--- config.mk ---
export PLATFORM = sky130hd
export DESIGN_NAME = tinker_regfile
export DESIGN_NICKNAME = d
export VERILOG_FILES = /design/src/rtl/tinker_pkg.sv /design/src/rtl/tinker_regfile.sv
export VERILOG_INCLUDE_DIRS = /design/src /design/src/include
export SDC_FILE = /design/constraint.sdc
export NUM_CORES = 2
export LEC_CHECK = 0
export ABC_CLOCK_PERIOD_IN_PS = 204900
export BUFFER_PORTS_ARGS = -buffer_cell sky130_fd_sc_hd__buf_2
export CAP_MARGIN = 20
export CORE_MARGIN = 8
export CORE_UTILIZATION = 55
export CTS_BUF_LIST = sky130_fd_sc_hd__clkbuf_16
export CTS_CLUSTER_SIZE = 20
export DETAILED_ROUTE_END_ITERATION = 16
export PLACE_DENSITY = 0.82
export REMOVE_ABC_BUFFERS = 1
export SYNTH_ARGS = -nofsm -noshare
export SYNTH_HDL_FRONTEND = slang
export SYNTH_SLANG_ARGS = --single-unit
--- constraint.sdc ---
create_clock -name clk -period 204.9 [get_ports clk]
set_input_delay 20.49 -clock clk [delete_from_list [all_inputs] [get_ports clk]]
set_output_delay 20.49 -clock clk [all_outputs]
set_load 0.03 [all_outputs]
--- src/include/tinker_macros.svh ---
// Widths, opcodes and fixed addresses for the Tinker core, included by every design file
`ifndef TINKER_MACROS_SVH
`define TINKER_MACROS_SVH

// ------------------------------------------------------------------------
// Widths
// ------------------------------------------------------------------------
`define TINKER_XLEN   64  // Data path
`define TINKER_ILEN   32  // Instruction word
`define TINKER_AW     32  // Byte address
`define TINKER_REG_AW 5   // 32 registers
`define TINKER_LIT_W  12  // Literal field
`define TINKER_OPC_W  5   // Opcode field

// Fixed addresses and sizes
`define TINKER_RESET_PC  32'h0000_2000          // First fetch
`define TINKER_STACK_TOP 64'h0000_0000_0008_0000 // r31 after reset
`define TINKER_MEM_BYTES (512 * 1024)

// ------------------------------------------------------------------------
// Opcodes
// ------------------------------------------------------------------------
`define TINKER_OP_AND    5'h00
`define TINKER_OP_OR     5'h01
`define TINKER_OP_XOR    5'h02
`define TINKER_OP_NOT    5'h03
`define TINKER_OP_SHFTR  5'h04
`define TINKER_OP_SHFTRI 5'h05
`define TINKER_OP_SHFTL  5'h06
`define TINKER_OP_SHFTLI 5'h07
`define TINKER_OP_BR     5'h08  // PC = rd
`define TINKER_OP_BRR    5'h09  // PC += rd
`define TINKER_OP_BRRL   5'h0A  // PC += sext(L)
`define TINKER_OP_BRNZ   5'h0B  // PC = rd if rs != 0
`define TINKER_OP_HALT   5'h0F
`define TINKER_OP_LOAD   5'h10  // rd = mem[rs + sext(L)]
`define TINKER_OP_MOV    5'h11  // rd = rs
`define TINKER_OP_MOVL   5'h12  // rd[11:0] = L
`define TINKER_OP_STORE  5'h13  // mem[rd + sext(L)] = rs
`define TINKER_OP_ADD    5'h18
`define TINKER_OP_ADDI   5'h19
`define TINKER_OP_SUB    5'h1A
`define TINKER_OP_SUBI   5'h1B
`define TINKER_OP_MUL    5'h1C

`endif

--- src/rtl/tinker_pkg.sv ---
// Shared types of the Tinker core, imported by the core and named in module ports
`include "tinker_macros.svh"

package tinker_pkg;

    // Instruction word, all fields at fixed positions
    typedef struct packed {
        logic [`TINKER_OPC_W-1:0]  opcode;  // [31:27]
        logic [`TINKER_REG_AW-1:0] rd;      // [26:22]
        logic [`TINKER_REG_AW-1:0] rs;      // [21:17]
        logic [`TINKER_REG_AW-1:0] rt;      // [16:12]
        logic [`TINKER_LIT_W-1:0]  lit;     // [11:0]
    } instr_t;

    // Multicycle sequencer
    typedef enum logic [2:0] {
        FETCH,
        DECODE,
        EXECUTE,
        MEMORY,
        WRITEBACK
    } state_t;

    // Core store into memory, 8 bytes big-endian
    typedef struct packed {
        logic                   we;
        logic [`TINKER_AW-1:0]  addr;
        logic [`TINKER_XLEN-1:0] data;
    } store_req_t;

    // Register file write
    typedef struct packed {
        logic                      en;
        logic [`TINKER_REG_AW-1:0] dst;
        logic [`TINKER_XLEN-1:0]   value;
    } wb_req_t;

    // Host access for program load and result readback
    typedef struct packed {
        logic                    we;
        logic [`TINKER_AW-1:0]   addr;
        logic [`TINKER_XLEN-1:0] wdata;
    } host_req_t;

endpackage

--- src/rtl/tinker_regfile.sv ---
// 32 by 64 register file of the core, two combinational reads and one clocked write
`timescale 1ns/1ps
`include "tinker_macros.svh"

module tinker_regfile (
    input  logic                      clk,
    input  logic                      reset,
    input  tinker_pkg::wb_req_t       wr,       // Registered writeback from the core
    input  logic [`TINKER_REG_AW-1:0] addr_a,
    input  logic [`TINKER_REG_AW-1:0] addr_b,
    output logic [`TINKER_XLEN-1:0]   data_a,
    output logic [`TINKER_XLEN-1:0]   data_b
);

    localparam int NUM_REGS = 2 ** `TINKER_REG_AW;

    logic [`TINKER_XLEN-1:0] regs [NUM_REGS];

    always_ff @(posedge clk or posedge reset) begin
        if (reset) begin
            for (int i = 0; i < NUM_REGS - 1; i++) begin
                regs[i] <= '0;
            end
            regs[NUM_REGS-1] <= `TINKER_STACK_TOP;   // Stack pointer
        end else if (wr.en && (wr.dst != '0)) begin
            regs[wr.dst] <= wr.value;
        end
    end

    assign data_a = regs[addr_a];   // r0 reads as zero, never written
    assign data_b = regs[addr_b];

    // Control never requests r0 and the core holds that through WRITEBACK
    a_no_r0_write: assert property (
        @(posedge clk) disable iff (reset) wr.en |-> (wr.dst != '0)
    );

endmodule

==> results_dict.tcl <==
set metrics [dict create \
    outcome "finished, violations left" \
    violations "slew limit" \
    fmaxAchievable_mhz 21.6 \
    h-tree-depth 4 \
    cts_inserted_buffers 207 \
    drc 0 \
    swShare_pct 29.1 \
    largest_reg_flops 2048 \
    finalCritPeriodShare_pct 22.5 \
    area_delta_synth_final_pct 8.01 \
    core_mm2 0.197 \
    die_h_um 460 \
    yosys.area.top_type "dfrtp_1" \
    power_leakage_nw 52.3 \
    routed_via_density 7.43 \
    rsz0062_at_grt "no" \
    ys_warn_count 0 \
    cts_tree "done" \
    path_buf_inv 5 \
    routed_wl_um 367000 \
    first_iter_violations 11700 \
    start_util_pct 55.2 \
    drive_above_1_share_pct 44.1 \
    post_cts_resize_count 0 \
    grt_start_max_net_pins 187 \
    grt_usage_pct 33.8 \
    async_flop_share_pct 100 \
    pwr-share-clk_pct 32.9 \
    avgSynthCellArea_um2 14.2 \
    worst_pin_slew_ns 1.50 \
    ys_seq_area_share_pct 47.2 \
    reg.largest.list "regs: 2048 flops" \
    grt_pass1_wl_um 534000 \
    whs_ns 0.401 \
    setup_violations 0 \
    slew_violations 9 \
    cpLargestDelayFamily "buffers and inverters" \
    critical_path_required_ns 184.41 \
    cts.path.max_buffers 3 \
    ys_top_cells_by_area "dfrtp_1 47%, mux2_2 20%, mux4_2 13%, mux2i_1 7.7%, a22oi_1 3.8%" \
    end_kind "output port" \
    top_level_ports 210 \
    portBuffers 209 \
    fin_crit_ns 46.20 \
    vias 75900 \
    drv_cap 0 \
    worst_ir_drop_vdd_mv 0.0105 \
    dieArea_mm2 0.212 \
    finClkSkew_ns 0 \
    crit_type "primary input to output port" \
    maxSlewHeadroom_pct -0.304 \
    largest_register "regs" \
    power_frac_seq_pct 46.6 \
    die_w_um 460 \
    path_max_fanout 161 \
    crit_chain "buf_8 > buf_4 > buf_4 > buf_12 > mux4_2 > mux2_2 > nand2_1 > nand4_1 > buf_2" \
    grt_pass1_vias 77300 \
    dp_hpwl_um 203000 \
    critPathMaxStageDelay_ns 0.97 \
    post_cts_buffers 0 \
    p_comb_share_pct 20.5 \
    clock_sinks 2048 \
    grt_antenna_before_repair 47 \
    p_int_mw 0.828 \
    netSwitchingPower_mw 0.340 \
    cpMostUsedCell "buf_4" \
    root_buffer "clkbuf_16" \
    arrival_ns 25.71 \
    powerDensity_mw_per_mm2 9.96 \
    hold_path.class "register to register" \
    globalplace.congestion 0.864 \
    ys_seq_elements 2048 \
    synth_top_area_share_pct 47.2 \
    synth_edf_count 0 \
    yosysUniqueCellTypes 52 \
    fill_cells 14400 \
    hold_buffers 0 \
    finalSetupTns_ns 0 \
    dr.pass1.iters 7 \
    hold_viol_final 0 \
    netlist_area_mm2 0.109 \
    synthFlopType "dfrtp_1" \
    overflow 0 \
    clkTransAtPathRegs_ns 0.06 \
    cp-start-kind "primary input" \
    num_rows 163 \
    ant_nets 0 \
    nets 7443 \
    insertion_delay_ns 0.83 \
    synthCells 7636 \
    avgRoutedWirePerCell_um 35.9 \
    cp_slowest_cell "buf_4" \
]
-- power by group through the flow --
| stage | registers, mW | logic (mW) | clock network [mW] |
|---|---|---|---|
| after floorplan | 0.529 | 0.172 | 0 |
| after global placement | 0.539 | 0.227 | 0 |
| after detailed placement | 0.546 | 0.236 | 0 |
| after CTS | 0.540 | 0.238 | 0.384 |
| after global routing | 0.552 | 0.253 | 0.401 |
| final | 0.544 | 0.240 | 0.384 |
-- stage by stage --
stage	setup WS, ns	std cells	utilization [%]	area [µm²]	total power [mW]
after CTS	159.02	10200	59.5	117000	1.16
after detailed placement	159.00	9790	56.1	110000	0.782
after global placement	159.05	9789	56.1	110000	0.766
final	158.70	10200	59.6	117000	1.17
after floorplan	126.56	6779	-	104000	0.701
after global routing	158.70	10200	59.6	117000	1.21
-- logic make-up after synthesis --
group	synth area share, %
compound gates	4.97
buf+inv	4.02
flops	47.2
mux	41.0
simple gates	2.82
-- synth_stat cells, types with 4 or more instances --
cell type / instances
nor2_1: 25
nor2_4: 4
dfrtp_1: 2047
buf_4: 81
a21oi_1: 77
and3_1: 7
nor2_8: 4
buf_1: 17
mux2_2: 1943
nand2_1: 90
nor2_2: 9
a22oi_1: 551
buf_6: 56
or2_2: 4
nor3b_1: 13
nand2_2: 6
buf_2: 330
o32ai_1: 13
nand4_1: 99
nor3b_2: 5
a31oi_1: 31
nor3_1: 11
mux2i_1: 835
o22ai_1: 23
mux2_1: 44
clkbuf_1: 371
nand2b_1: 8
and2_1: 17
mux4_2: 612
a22o_1: 31
nand3_1: 197
a32oi_1: 12
nor2b_1: 35
-- area by class of cell --
cell class | instances | area [µm²] | area share, %
multi-input cells | 4729 | 53400 | 45.5
flip-flops and latches | 2048 | 51300 | 43.7
clock buffers | 212 | 5310 | 4.52
well taps | 2640 | 3300 | 2.82
repair buffers | 373 | 2480 | 2.12
clock inverters | 165 | 1450 | 1.23
diodes | 44 | 110 | 0.0939
inverters | 2 | 15.0 | 0.0128
-- path summary, 6_finish.rpt --
path | from | endpoint | cells past startpoint | slack (ns)
max in group asynchronous | reset | regs[1657] | 7 | 180.02
min reg2reg | regs[2030] | regs[2030] | 0 | 0.40
min in group asynchronous | reset | regs[1921] | 2 | 19.85
max reg2reg | regs[1247] | regs[1247] | 1 | 204.05
max | addr_a[2] | data_a[52] | 9 | 158.70
min | regs[2030] | regs[2030] | 0 | 0.40
-- per-layer routing --
layer | vias up | track usage, % | wire length [µm]
li1 | 28800 | - | -
met1 | 39300 | 42.9 | 127000
met2 | 6116 | 49.2 | 160000
met3 | 1733 | 11.0 | 48700
met4 | 8 | 23.6 | 30600
met5 | - | 0 | 58
-- cells in the final DEF (no fill, tap or decap), types with 47 or more instances in the layout --
cell,netlist,final
a21oi_1,77,77
a22oi_1,551,551
buf_2,330,201
buf_4,81,156
clkbuf_16,0,212
clkinv_1,0,47
dfrtp_1,2047,2047
mux2_2,1943,1943
mux2i_1,835,835
mux4_2,612,612
nand2_1,90,81
nand3_1,197,197
nand4_1,99,99
Power figures use the tool's default switching activity.
